==> src/hw/sifhPkg.sv <==
package sifhPkg;

    localparam int CodeW = 10;
    localparam int BinW = 4;
    localparam int NumBins = 16;
    localparam int CountW = 8; // counts saturate at all ones

    // first pass bins on the top bits
    typedef struct packed {
        logic [BinW-1:0]       coarseBin;
        logic [CodeW-BinW-1:0] residue;
    } coarseView_t;

    // second pass keeps window hits, bins on the next bits down
    typedef struct packed {
        logic [BinW-1:0]         window;
        logic [BinW-1:0]         fineBin;
        logic [CodeW-2*BinW-1:0] lsb; // below fine resolution
    } fineView_t;

    typedef union packed {
        coarseView_t coarse;
        fineView_t   fine;
    } tdcCode_u;

endpackage

==> src/hw/hisRam.sv <==
module hisRam (
    input  logic                       clk,
    input  logic                       we,
    input  logic [sifhPkg::BinW-1:0]   waddr,
    input  logic [sifhPkg::CountW-1:0] wdata,
    input  logic                       re,
    input  logic [sifhPkg::BinW-1:0]   raddr,
    output logic [sifhPkg::CountW-1:0] rdata
);
    import sifhPkg::*;

    logic [CountW-1:0] mem [NumBins]; // contents undefined until cleared

    always_ff @(posedge clk) begin
        if (we) begin
            mem[waddr] <= wdata;
        end
        if (re) begin
            rdata <= mem[raddr]; // old data on same-address write
        end
    end

endmodule

==> src/hw/hisBuilder.sv <==
module hisBuilder (
    input  logic                       clk,
    input  logic                       res,
    input  logic                       binValid,
    input  logic [sifhPkg::BinW-1:0]   binIndex,
    input  logic [sifhPkg::CountW-1:0] rdata,
    output logic                       re,
    output logic [sifhPkg::BinW-1:0]   raddr,
    output logic                       we,
    output logic [sifhPkg::BinW-1:0]   waddr,
    output logic [sifhPkg::CountW-1:0] wdata,
    output logic                       idle
);
    import sifhPkg::*;

    logic              stgValid; // event waiting for its read data
    logic [BinW-1:0]   stgBin;
    logic              lastWe;   // write issued last cycle
    logic [BinW-1:0]   lastAddr;
    logic [CountW-1:0] lastData;
    logic [CountW-1:0] curCount;

    // stage 1, read the bin as the strobe arrives
    assign re = binValid;
    assign raddr = binIndex;

    // a write from the previous cycle is not yet visible in rdata
    assign curCount = (lastWe && lastAddr == stgBin) ? lastData : rdata;

    // stage 2, increment and write back
    assign we = stgValid;
    assign waddr = stgBin;
    assign wdata = (curCount == '1) ? curCount : curCount + 1'b1; // saturate

    assign idle = ~binValid & ~stgValid;

    always_ff @(posedge clk or negedge res) begin
        if (!res) begin
            stgValid <= 1'b0;
            lastWe <= 1'b0;
        end else begin
            stgValid <= binValid;
            lastWe <= we;
        end
    end

    always_ff @(posedge clk) begin
        stgBin <= binIndex;
        lastAddr <= waddr;
        lastData <= wdata;
    end

endmodule

==> src/hw/peakFinder.sv <==
module peakFinder (
    input  logic                       clk,
    input  logic                       res,
    input  logic                       start,
    input  logic [sifhPkg::CountW-1:0] rdata,
    output logic                       re,
    output logic [sifhPkg::BinW-1:0]   raddr,
    output logic                       found,
    output logic [sifhPkg::BinW-1:0]   peakBin,
    output logic [sifhPkg::CountW-1:0] peakVal
);
    import sifhPkg::*;

    logic            cmpValid; // rdata holds the bin at cmpAddr
    logic [BinW-1:0] cmpAddr;

    always_ff @(posedge clk or negedge res) begin
        if (!res) begin
            re <= 1'b0;
            raddr <= '0;
            cmpValid <= 1'b0;
            found <= 1'b0;
            peakBin <= '0;
            peakVal <= '0;
        end else begin
            cmpValid <= re;
            found <= cmpValid && (cmpAddr == BinW'(NumBins - 1));

            // strictly greater, so the lowest bin keeps a tie
            if (cmpValid && rdata > peakVal) begin
                peakVal <= rdata;
                peakBin <= cmpAddr;
            end

            if (start) begin
                re <= 1'b1;
                raddr <= '0;
                peakBin <= '0;
                peakVal <= '0;
            end else if (re) begin
                raddr <= raddr + 1'b1; // wraps back to 0 after the last bin
                if (raddr == BinW'(NumBins - 1)) begin
                    re <= 1'b0;
                end
            end
        end
    end

    always_ff @(posedge clk) begin
        cmpAddr <= raddr; // follows the read latency
    end

endmodule

==> src/hw/sifhCtrl.sv <==
module sifhCtrl #(
    parameter int NumEvents = 32
) (
    input  logic                       clk,
    input  logic                       res,
    input  sifhPkg::tdcCode_u          eventCode,
    input  logic                       eventValid,
    input  logic                       builderIdle,
    input  logic                       found,
    input  logic [sifhPkg::BinW-1:0]   peakBin,
    input  logic [sifhPkg::CountW-1:0] peakVal,
    output logic                       photonReq,
    output logic                       binValid,
    output logic [sifhPkg::BinW-1:0]   binIndex,
    output logic                       clrWe,
    output logic [sifhPkg::BinW-1:0]   clrAddr,
    output logic                       scanStart,
    output logic                       ramSel,
    output logic                       done,
    output logic [sifhPkg::BinW-1:0]   peakCoarse,
    output logic [sifhPkg::BinW-1:0]   peakFine,
    output logic [sifhPkg::CountW-1:0] peakCount
);
    import sifhPkg::*;

    localparam int CntW = $clog2(NumEvents + 1);

    localparam logic [2:0] sClear   = 3'd0;
    localparam logic [2:0] sCollect = 3'd1;
    localparam logic [2:0] sDrain   = 3'd2;
    localparam logic [2:0] sScan    = 3'd3;
    localparam logic [2:0] sIdle    = 3'd4;

    logic [2:0]      state;
    logic            finePass; // second pass of clear, collect, drain, scan
    logic [BinW-1:0] window;   // coarse peak from the first pass
    logic [CntW-1:0] evCnt;
    logic            accepted;
    logic            inWindow;

    assign accepted = photonReq & eventValid;
    assign inWindow = ~finePass | (eventCode.fine.window == window);

    // out-of-window codes still count toward NumEvents
    assign binValid = accepted & inWindow;
    assign binIndex = finePass ? eventCode.fine.fineBin : eventCode.coarse.coarseBin;

    assign scanStart = (state == sDrain) & builderIdle;
    assign ramSel = (state == sScan); // finder owns the read port

    always_ff @(posedge clk or negedge res) begin
        if (!res) begin
            state <= sClear;
            finePass <= 1'b0;
            window <= '0;
            evCnt <= '0;
            photonReq <= 1'b0;
            clrWe <= 1'b0;
            clrAddr <= '0;
            done <= 1'b0;
            peakCoarse <= '0;
            peakFine <= '0;
            peakCount <= '0;
        end else begin
            done <= 1'b0;
            case (state)
                sClear: begin
                    clrWe <= 1'b1;
                    if (clrWe) begin
                        clrAddr <= clrAddr + 1'b1; // back at 0 for the next clear
                        if (clrAddr == BinW'(NumBins - 1)) begin
                            clrWe <= 1'b0;
                            photonReq <= 1'b1;
                            state <= sCollect;
                        end
                    end
                end
                sCollect: begin
                    if (accepted) begin
                        if (evCnt == CntW'(NumEvents - 1)) begin
                            evCnt <= '0;
                            photonReq <= 1'b0;
                            state <= sDrain;
                        end else begin
                            evCnt <= evCnt + 1'b1;
                        end
                    end
                end
                sDrain: begin
                    if (builderIdle) begin
                        state <= sScan; // last write has landed
                    end
                end
                sScan: begin
                    if (found) begin
                        if (!finePass) begin
                            window <= peakBin;
                            finePass <= 1'b1;
                            clrWe <= 1'b1; // start the second clear at once
                            state <= sClear;
                        end else begin
                            peakCoarse <= window;
                            peakFine <= peakBin;
                            peakCount <= peakVal;
                            done <= 1'b1;
                            state <= sIdle;
                        end
                    end
                end
                default: begin
                    state <= sIdle; // hold results until reset
                end
            endcase
        end
    end

endmodule

==> src/hw/sifhTop.sv <==
module sifhTop #(
    parameter int NumEvents = 32
) (
    input  logic                       clk,
    input  logic                       res,
    input  logic [sifhPkg::CodeW-1:0]  eventCode,
    input  logic                       eventValid,
    output logic                       photonReq,
    output logic                       done,
    output logic [sifhPkg::BinW-1:0]   peakCoarse,
    output logic [sifhPkg::BinW-1:0]   peakFine,
    output logic [sifhPkg::CountW-1:0] peakCount
);
    import sifhPkg::*;

    logic              binValid;
    logic [BinW-1:0]   binIndex;
    logic              clrWe;
    logic [BinW-1:0]   clrAddr;
    logic              scanStart;
    logic              ramSel;

    logic              bldRe;
    logic [BinW-1:0]   bldRaddr;
    logic              bldWe;
    logic [BinW-1:0]   bldWaddr;
    logic [CountW-1:0] bldWdata;
    logic              bldIdle;

    logic              fndRe;
    logic [BinW-1:0]   fndRaddr;
    logic              found;
    logic [BinW-1:0]   peakBin;
    logic [CountW-1:0] peakVal;

    logic              ramWe;
    logic [BinW-1:0]   ramWaddr;
    logic [CountW-1:0] ramWdata;
    logic              ramRe;
    logic [BinW-1:0]   ramRaddr;
    logic [CountW-1:0] ramRdata;

    // RAM port ownership follows the controller state
    assign ramWe = clrWe | bldWe;
    assign ramWaddr = clrWe ? clrAddr : bldWaddr;
    assign ramWdata = clrWe ? '0 : bldWdata; // clear writes zero
    assign ramRe = ramSel ? fndRe : bldRe;
    assign ramRaddr = ramSel ? fndRaddr : bldRaddr;

    sifhCtrl #(
        .NumEvents(NumEvents)
    ) i_ctrl (
        .clk(clk),
        .res(res),
        .eventCode(eventCode),
        .eventValid(eventValid),
        .builderIdle(bldIdle),
        .found(found),
        .peakBin(peakBin),
        .peakVal(peakVal),
        .photonReq(photonReq),
        .binValid(binValid),
        .binIndex(binIndex),
        .clrWe(clrWe),
        .clrAddr(clrAddr),
        .scanStart(scanStart),
        .ramSel(ramSel),
        .done(done),
        .peakCoarse(peakCoarse),
        .peakFine(peakFine),
        .peakCount(peakCount)
    );

    hisBuilder i_builder (
        .clk(clk),
        .res(res),
        .binValid(binValid),
        .binIndex(binIndex),
        .rdata(ramRdata),
        .re(bldRe),
        .raddr(bldRaddr),
        .we(bldWe),
        .waddr(bldWaddr),
        .wdata(bldWdata),
        .idle(bldIdle)
    );

    peakFinder i_finder (
        .clk(clk),
        .res(res),
        .start(scanStart),
        .rdata(ramRdata),
        .re(fndRe),
        .raddr(fndRaddr),
        .found(found),
        .peakBin(peakBin),
        .peakVal(peakVal)
    );

    hisRam i_ram (
        .clk(clk),
        .we(ramWe),
        .waddr(ramWaddr),
        .wdata(ramWdata),
        .re(ramRe),
        .raddr(ramRaddr),
        .rdata(ramRdata)
    );

endmodule

==> config.mk <==
export PLATFORM = sky130hd
export DESIGN_NAME = sifhTop
export DESIGN_NICKNAME = d
export VERILOG_FILES = /design/src/hw/sifhPkg.sv /design/src/hw/hisRam.sv /design/src/hw/hisBuilder.sv /design/src/hw/peakFinder.sv /design/src/hw/sifhCtrl.sv /design/src/hw/sifhTop.sv
export SDC_FILE = /design/constraint.sdc
export NUM_CORES = 1
export LEC_CHECK = 0
export ABC_AREA = 0
export BUFFER_PORTS_ARGS = -buffer_cell sky130_fd_sc_hd__buf_4
export CORE_MARGIN = 2
export CORE_UTILIZATION = 66
export CTS_CLUSTER_DIAMETER = 80
export CTS_CLUSTER_SIZE = 8
export DETAILED_ROUTE_END_ITERATION = 12
export PLACE_DENSITY = 0.91
export REMOVE_ABC_BUFFERS = 1
export SETUP_SLACK_MARGIN = 0.05
export SYNTH_ARGS = -nofsm -noshare
export SYNTH_HDL_FRONTEND = slang
export SYNTH_SLANG_ARGS = --single-unit
==> constraint.sdc <==
create_clock -name clk -period 4.9 [get_ports clk]
set_input_delay 0.49 -clock clk [delete_from_list [all_inputs] [get_ports clk]]
set_output_delay 0.49 -clock clk [all_outputs]
set_load 0.005 [all_outputs]
Yosys cells after proc, flatten, opt, wreduce, memory -nomap -nowiden
Memories as Yosys holds them, arrays and structs flattened. A register that Yosys moved wholly into a read port is not among the register bits.
Cells that the tools add are included.
{"block": "totals", "ff_bits": 78, "mem_bits_rw": 128, "output_inout_bits": 18, "memories": 1}
{"memory": "i_ram.mem", "depth": 16, "width": 8, "read_ports": 1, "rd_clocked_by_memory_dff": 1, "write_ports": 1, "line_no": "hisRam.sv:12", "text": "logic [CountW-1:0] mem [NumBins];"}
{"block": "classes", "add_sub_neg": 4, "n_lt_le_gt_ge": 1, "eq_ne": 17, "muxes": 40, "bitwise": 9, "n_reduce_logical": 16}
{"cell": "2-to-1 mux 8 bit", "n": 5}
{"cell": "2-to-1 mux 4 bit", "n": 7}
{"cell": "2-to-1 mux 3 bit", "n": 7}
{"cell": "2-to-1 mux 1 bit", "n": 17}
{"cell": "equality test 4 bit (second input constant)", "n": 3}
{"cell": "inequality test 2 x 1 -> 1 bit (second input constant)", "n": 6}
{"cell": "case mux 3 bit (4 select lines)", "n": 1}
{"cell": "AND reduction 3 bit", "n": 3}
{"cell": "adder 4 x 1 -> 4 bit (second input constant)", "n": 2}
{"cell": "adder 8 x 1 -> 8 bit (second input constant)", "n": 1}
{"cell": "equality test 4 bit", "n": 2}
{"cell": "equality test 8 bit (second input constant)", "n": 1}
{"cell": "> comparator 8 bit", "n": 1}
{"cell": "nonzero test 2 bit", "n": 4}
{"cell": "adder 6 x 1 -> 6 bit (second input constant)", "n": 1}
{"cell": "equality test 3 x 2 -> 1 bit (second input constant)", "n": 2}
{"cell": "equality test 6 x 5 -> 1 bit (second input constant)", "n": 1}
{"cell": "2-to-1 mux 6 bit", "n": 1}
{"cell": "AND reduction 2 bit", "n": 3}
{"cell": "AND reduction 6 bit", "n": 1}
{"cell": "AND reduction 5 bit", "n": 1}
{"cell": "bitwise AND 1 bit", "n": 4}
{"cell": "case mux 1 bit (2 select lines)", "n": 2}
{"cell": "equality test 3 x 1 -> 1 bit (second input constant)", "n": 1}
{"cell": "5 further kinds", "n": 10}

Logic depth before layout (Yosys ltp)
Gate-level depths: netlist (run 1).
{"block": "logic_depth", "depth_word": 7, "mapped_depth": 9}

Cells and area by module
Synthesis (run 1) repeated with hierarchy kept, for this count alone.
{"block": "hier_totals", "hier_cells": 572, "area_unflattened_um2": 9123.8}
{"module": "hisRam", "instances": 1, "cells_each": 229, "area_each_um2": 5227.5, "seq_area_each_um2": 4083.9}
{"module": "sifhCtrl", "instances": 1, "cells_each": 131, "area_each_um2": 1702.9, "seq_area_each_um2": 925.9}
{"module": "peakFinder", "instances": 1, "cells_each": 108, "area_each_um2": 1188.6, "seq_area_each_um2": 555.5}
{"module": "hisBuilder", "instances": 1, "cells_each": 85, "area_each_um2": 832.0, "seq_area_each_um2": 370.4}
{"module": "sifhTop", "instances": 1, "cells_each": 19, "area_each_um2": 172.7, "seq_area_each_um2": 0.0}

Worst setup path after synthesis (run 1)
Ideal clock, no wire load.
{"block": "synth_timing", "path_type": "register to register", "from": "register i_builder.stgBin[3], in the netlist i_builder.waddr[3]", "to": "memory i_ram.mem[0][1], data pin", "setup_ps": 281, "arrival_time_ps": 1771, "required_time_ps": 4619, "path_slack_ps": 2848, "path_stages_with_launch": 6, "synth_period_minus_slack_ps": 2052, "path_cell_list": "dfxtp_1 > xor2_1 > nor4_1 > buf_2 > mux2i_1 > nor2b_1"}
{"block": "synth_between", "elab_chain_len": 6}
{"item": "start: declaration", "line_no": "hisBuilder.sv:17", "text": "logic [BinW-1:0] stgBin;"}
{"item": "start signal: assignment", "line_no": "hisBuilder.sv:48", "text": "stgBin <= binIndex;"}
{"item": "equality test 4 bit *", "line_no": "hisBuilder.sv:28", "text": "assign curCount = (lastWe && lastAddr == stgBin) ? lastData : rdata;"}
{"item": "logical AND 1 bit *", "line_no": "hisBuilder.sv:28"}
{"item": "2-to-1 mux 8 bit *", "line_no": "hisBuilder.sv:28"}
{"item": "adder 8 x 1 -> 8 bit or equality test 8 bit (tied branches)", "line_no": "hisBuilder.sv:33", "text": "assign wdata = (curCount == '1) ? curCount : curCount + 1'b1;"}
{"item": "2-to-1 mux 8 bit *", "line_no": "hisBuilder.sv:33"}
{"item": "net bldWdata[1]", "line_no": "sifhTop.sv:27", "text": "logic [CountW-1:0] bldWdata;"}
{"item": "2-to-1 mux 8 bit *", "line_no": "sifhTop.sv:46", "text": "assign ramWdata = clrWe ? '0 : bldWdata;"}
{"item": "net i_ram.wdata (one bit)", "line_no": "hisRam.sv:5", "text": "input logic [sifhPkg::CountW-1:0] wdata,"}
{"item": "end: declaration", "line_no": "hisRam.sv:12"}
The timed path passes the listed nets; every way through them passes the cells marked *.

Final worst setup path (run 1)
{"block": "layout_timing", "from": "register i_builder.stgBin[1], in the netlist i_builder.waddr[1]", "to": "memory i_ram.mem[2][2], data pin"}
The elaborated chain is that of the path after synthesis.

==> impl_metrics.toml, run 1 <==
[status]
run_status = "completed"

[critical_path]
crit_family = "simple AND/OR/NAND/NOR gates"
r2r-end = "i_ram.mem[2][2]"
max_stage_delay_ns = 1.05
critPathKind = "reg -> reg"
worst_path_max_delay_cell = "nor2b_1"
r2r_start = "i_builder.waddr[1]"
critPathRequiredTime_ns = 5.04
crit_arrival_ns = 3.58
critPathLaunchType = "flop"
end_kind = "flop"
reg2reg_setup_slack_ns = 1.46
critical_path_buf_inv_count = 0
ff2ff_path_depth = 5
crit_fanout = 16
path_cells = "xnor2_1 -> nand2_1 -> nor4_2 -> mux2_2 -> nor2b_1"

[logic_synthesis]
ys_ff_latch = 214
ys_warn_count = 0
postSynthCellCount = 670
yosys_most_used_dff = "edfxtp_1"
synth-edff-count = 136
async_flop_share_pct = 27.10
synth_cell_types = 56
avgSynthCellArea_um2 = 13.60
synthesis.area_um2 = 9111
ys_seq_area_share_pct = 65.15

[hold_path]
hp-class = "in -> async"

[timing]
worst_slack_ns = 1.459
worst_pin_slew_ns = 1.363
slew_viol_final = 0
fmax_mhz = 290.6
rsz0062_at_grt = "false"
hold_violations = 0
period_share_pct = 70.22
fin_crit_ns = 3.441
setup_tns_ns = 0
worst_clock_skew_ns = 0.01703
max_slew_margin_pct = 8.953
setup_violations = 0

[routing]
drtAntennaViolNets = 0
drtIter0Drc = 675
drt_wl_total_um = 19290
post-route-drc-count = 0
wl_per_cell_um = 21.31
viasPerCell = 6.338
first_pass_iters = 5
num_vias = 5736

[finish]
layout-drive-gt1-share_pct = 12.76
n_fill_cell = 750
layout_common_cells = "edfxtp_1 (136), mux2i_1 (81), nor2_1 (71), dfrtp_1 (58), nand2_1 (47)"
area_growth_pct = 11.95
final_common_cell = "edfxtp_1"
antennaDiodeCount = 0
fin_nets = 729

[global_routing]
grt_pass1_wl_um = 30020
grt_use_total_pct = 26.87
grt_start_max_net_pins = 65
antenna_found_initial = 0
grt-ovfl-total = 0
grt_pass1_vias = 5784

[pwr]
vdd.ir_drop.worst_v = 0.0005740
p_sw_mw = 1.187
pwr-share-clk_pct = 40.7
seq_power_share_pct = 48.5
leakagePower_nw = 4.080
intPower_mw = 3.459
p_sw_share_pct = 25.56
combPwrFrac_pct = 10.8
power_density_nw_per_um2 = 455.5
finalPower_mw = 4.646

[place]
post-place-ws_ns = 1.573
io_buffers = 28
dp_hpwl_um = 11580
gp_routability_congestion = 0.9189

[floorplanning]
rows = 42
core_um2 = 13350
io_pins = 31
die-area_um2 = 14760
dieHeight_um = 121.5
die_x_um = 121.5
initial_core_util_pct = 68.26

[clock_network]
clockBufferDepth = 3
cts_tree = "yes"
clkLatencyLatePin_ns = 0.55
cts_root_buf = "clkbuf_16"
clock-sinks = 214
numCtsBuffers = 30
cts_resized = 0
htree_levels = 1
post_cts_buffers = 0
cts.clk_slew.worst_paths_ns = 0.05
postCtsHoldBufs = 0

[job]
drv_cap = 0
==> registers in the layout, indices dropped and copies added (netlist names), 3 cells and up <==
signal	flops
i_builder.lastAddr	4
i_builder.lastData	8
i_builder.waddr	4
i_ctrl.clrAddr	4
i_ctrl.evCnt	6
i_ctrl.peakCoarse	4
i_ctrl.peakCount	8
i_ctrl.peakFine	4
i_ctrl.state	3
i_ctrl.window	4
i_finder.cmpAddr	4
i_finder.peakBin	4
i_finder.peakVal	8
i_finder.raddr	4
i_ram.mem	128
i_ram.rdata	8
==> cell families after synthesis <==
| logic type | Yosys count | synth area share [%] |
|---|---|---|
| AO/OA/AOI/OAI | 99 | 7.017 |
| XOR/XNOR | 17 | 1.634 |
| adder cells (fa/ha/maj) | 11 | 1.511 |
| buffers and inverters | 43 | 3.378 |
| flip-flops | 214 | 65.15 |
| multiplexers | 102 | 11.69 |
| AND/OR/NAND/NOR | 184 | 9.627 |
==> how the worst max path moves through the flow <==
stage	to	start	cells after the start	slack, ns
detailed placement	i_ram.mem[14][0]	i_builder.waddr[3]	4	1.57
floorplan	i_ram.rdata[0]	i_ctrl.finePass	6	1.55
finish	i_ram.mem[2][2]	i_builder.waddr[1]	5	1.46
global placement	i_ram.mem[1][2]	i_builder.waddr[3]	4	1.79
global route	i_ram.mem[0][1]	i_builder.waddr[1]	5	1.26
CTS	i_ram.mem[2][0]	i_builder.waddr[1]	5	1.51
==> metrics by stage <==
step                      utilization (%)  hold slack, ns  instance area (um^2)  std cells
after floorplan                         -          0.1944                  8864        643
after global placement              69.79          0.3969                  9315        849
after detailed placement            69.79          0.4078                  9315        849
after CTS                           76.42         0.02909                 10200        905
after global routing                76.42         0.06512                 10200        905
final                               76.42        0.007850                 10200        905
==> worst register-to-register path: cells and delay by family (launching register included) <==
kind / cells / cell delay (ns)
XOR/XNOR: 1 / 0.16
multiplexers: 1 / 0.35
flip-flops: 1 / 0.48
AND/OR/NAND/NOR: 3 / 2.05
==> cell usage after synthesis, drive strengths merged (2+ instances only) <==
library cell / n / share of area [%]
nand3: 13 / 0.77
edfxtp: 136 / 45
nor3b: 4 / 0.33
and3: 4 / 0.27
a31oi: 12 / 0.89
inv: 16 / 0.66
o21ai: 14 / 0.77
dfrtp: 58 / 16
a21oi: 20 / 1.2
xor2: 7 / 0.67
buf: 18 / 2.2
a21o: 5 / 0.41
nor2: 71 / 2.9
nand3b: 2 / 0.30
a32oi: 2 / 0.36
nor4b: 2 / 0.19
xnor2: 10 / 0.96
nor3: 11 / 0.60
o22ai: 34 / 2.3
mux2i: 83 / 9.3
dfxtp: 20 / 4.4
o32ai: 2 / 0.19
clkbuf: 9 / 0.48
nand2b: 4 / 0.27
nor4: 3 / 0.37
nand2: 47 / 1.9
ha: 11 / 1.5
o211ai: 2 / 0.16
a211oi: 2 / 0.16
o31ai: 2 / 0.16
mux2: 19 / 2.4
nor2b: 9 / 0.62
nand4: 8 / 0.55
==> metal layers <==
| layer | up-vias | track usage [%] | wire length (um) |
|---|---|---|---|
| met4 | 0 | 9.195 | 555 |
| met2 | 279 | 48.07 | 10110 |
| met1 | 2841 | 33.38 | 7330 |
| met5 | - | 0 | 0 |
| met3 | 56 | 4.182 | 1288 |
| li1 | 2560 | - | - |
==> power by group through the flow <==
stage	logic, mW	registers, mW	clock network (mW)
floorplan	0.336	2.24	0
global placement	0.444	2.26	0
detailed placement	0.483	2.28	0
CTS	0.497	2.25	1.90
global route	0.555	2.27	1.97
finish	0.502	2.25	1.89
==> layout make-up <==
type / instances / area, um^2 / area share [%]
sequential: 214 / 5936 / 58.19
multi-input combinational: 413 / 2874 / 28.18
clock buffer: 55 / 854.6 / 8.378
timing repair buffer: 30 / 225.2 / 2.208
tap: 176 / 220.2 / 2.159
inverter: 16 / 60.06 / 0.5888
clock inverter: 1 / 30.03 / 0.2944
Power figures use the tool's default switching activity.
==> run 2: changes to the inputs <==
Settings changed: CORE_UTILIZATION 66 to 56, PLACE_DENSITY 0.91 to 0.83.
Clock period 4.9 ns to 3.15 ns, I/O delays scaled along.
==> run 2 against run 1 <==
  * Hold slack better by 0.034 ns
  * Die area is 17% higher
  * Flip-flop and latch count stayed put
  * Clock power is 56% higher
  * Maximum frequency is 30% higher
  * Highest routed layer unchanged
  * Sequential share of layout area is 0.87 points lower
  * Largest power group unchanged
  * First-iteration DRC count is 23% lower
  * Cell count is 5.7% higher
  * Critical path type unchanged
==> impl_metrics.toml, run 2 (synthesis gave the netlist of run 1 again) <==
[status]
run_status = "completed"

[finish]
antennaDiodeCount = 0
regMostFlops = "i_ram.mem"
area_growth_pct = 13.65
fin_cells = 957
layout_common_cells = "edfxtp_1 (136), mux2i_1 (81), nor2_1 (71), dfrtp_1 (58), nand2_1 (47)"
layout-drive-gt1-share_pct = 14.04
fin_nets = 741
final_common_cell = "edfxtp_1"
largest_reg_flops = 128

[timing]
worst_slack_ns = 0.4947
setup_violations = 0
slew_viol_final = 0
holdWs_ns = 0.04227
worst_pin_slew_ns = 1.255
fmax_mhz = 376.6
worst_clock_skew_ns = 0.009239
hold_violations = 0
max_slew_margin_pct = 16.17
fin_crit_ns = 2.655
period_share_pct = 84.29
rsz0062_at_grt = "false"

[pwr]
vdd.ir_drop.worst_v = 0.0005885
p_sw_mw = 1.837
p_sw_share_pct = 25.39
seq_power_share_pct = 48.4
combPwrFrac_pct = 11.0
leakagePower_nw = 4.143
power_density_nw_per_um2 = 698.8
pwr-share-clk_pct = 40.6
intPower_mw = 5.399

[routing]
first_pass_iters = 5
drt_wl_total_um = 18440
post-route-drc-count = 0
drtAntennaViolNets = 0
wl_per_cell_um = 19.26
num_vias = 5550
viasPerCell = 5.799
drtIter0Drc = 518

[clock_network]
numCtsBuffers = 30
cts_root_buf = "clkbuf_16"
clockBufferDepth = 3
cts_tree = "yes"
htree_levels = 1
cts.clk_slew.worst_paths_ns = 0.05
clkLatencyLatePin_ns = 0.54
clock-sinks = 214
cts_resized = 0

[critical_path]
r2r_start = "i_ram.rdata[7]"
crit_fanout = 16
max_stage_delay_ns = 0.97
r2r-end = "i_ram.mem[7][3]"
crit_arrival_ns = 2.82
critPathLaunch = "i_ram.rdata[7]"
critPathLaunchType = "flop"
end_kind = "flop"
reg2reg_setup_slack_ns = 0.49
crit_end = "i_ram.mem[7][3]"
ff2ff_path_depth = 5
worst_path_max_delay_cell = "nor2b_1"
path_cells = "and3_1 -> a31oi_1 -> xor2_1 -> mux2_2 -> nor2b_1"
critical_path_buf_inv_count = 0
critPathKind = "reg -> reg"
cp_num_cells = 5
crit_family = "simple AND/OR/NAND/NOR gates"
critPathRequiredTime_ns = 3.31

[place]
dp_hpwl_um = 11670
gp_routability_congestion = 0.8884
dp.cells = 899
post-place-ws_ns = 0.4771
io_buffers = 28

[job]
drv_cap = 0

[global_routing]
antenna_found_initial = 0
grt_pass1_wl_um = 29840
grt_start_max_net_pins = 65
grt_use_total_pct = 21.90
grt-ovfl-total = 0
grt_pass1_vias = 5735

[hold_path]
hp-class = "in -> reg"
min-delay-start = "eventCode[5]"

[floorplanning]
core_um2 = 15890
die_x_um = 131.6
initial_core_util_pct = 57.36
io_pins = 31
dieHeight_um = 131.6
die-area_um2 = 17310
rows = 46
## run 2: cell type report
class                           count  area (um^2)
Timing Repair Buffer               42        330.3
Clock inverter                      1        30.03
Sequential cell                   214         5936
Clock buffer                       55        854.6
Inverter                           16        60.06
Tap cell                          216        270.3
Fill cell                        1119         5530
Multi-Input combinational cell    413         2874
## run 2: power groups by stage
stage | Combinational, mW | Clock, mW | Sequential, mW
final | 0.795 | 2.94 | 3.50
after global routing | 0.885 | 3.11 | 3.53
after CTS | 0.792 | 2.98 | 3.50
after detailed placement | 0.779 | 0 | 3.55
after global placement | 0.728 | 0 | 3.52
after floorplan | 0.523 | 0 | 3.48
## run 2: repair_timing
item                                   in CTS  in global routing
hold buffers                                1                  0
setup buffers                               0                  0
endpoints found under the hold margin      58                  0
## run 2: stage by stage
step	TNS [ns]	power (mW)	util [%]	cell area, um^2
finish	0	7.236	65.19	10350
global route	0	7.525	65.19	10350
CTS	0	7.268	65.14	10350
detailed placement	0	4.324	59.51	9453
global placement	0	4.246	59.51	9453
floorplan	-1.609	4.007	-	8864
## run 2: metal layers
layer | GRT usage [%] | vias to the layer above | wire length (um)
met1 | 28.91 | 2755 | 7880
met5 | 0 | - | 0
met3 | 3.858 | 32 | 1024
li1 | - | 2588 | -
met2 | 37.14 | 175 | 9088
met4 | 6.944 | 0 | 443
## run 2: worst min path at each step
stage / cells after the start / end / slack (ns)
after floorplan: 0 / i_builder.lastWe / 0.02
after global placement: 1 / i_ctrl.evCnt[4] / 0.40
after detailed placement: 1 / i_ctrl.evCnt[4] / 0.41
after CTS: 3 / i_builder.waddr[3] / 0.03
after global routing: 2 / i_builder.waddr[1] / 0.05
final: 3 / i_builder.waddr[3] / 0.04
## run 2: tightest hold or removal path, delay by kind of cell
family / cells / cell delay, ns
simple gates: 1 / 0.05
compound gates: 1 / 0.08
buf+inv: 1 / 0.10
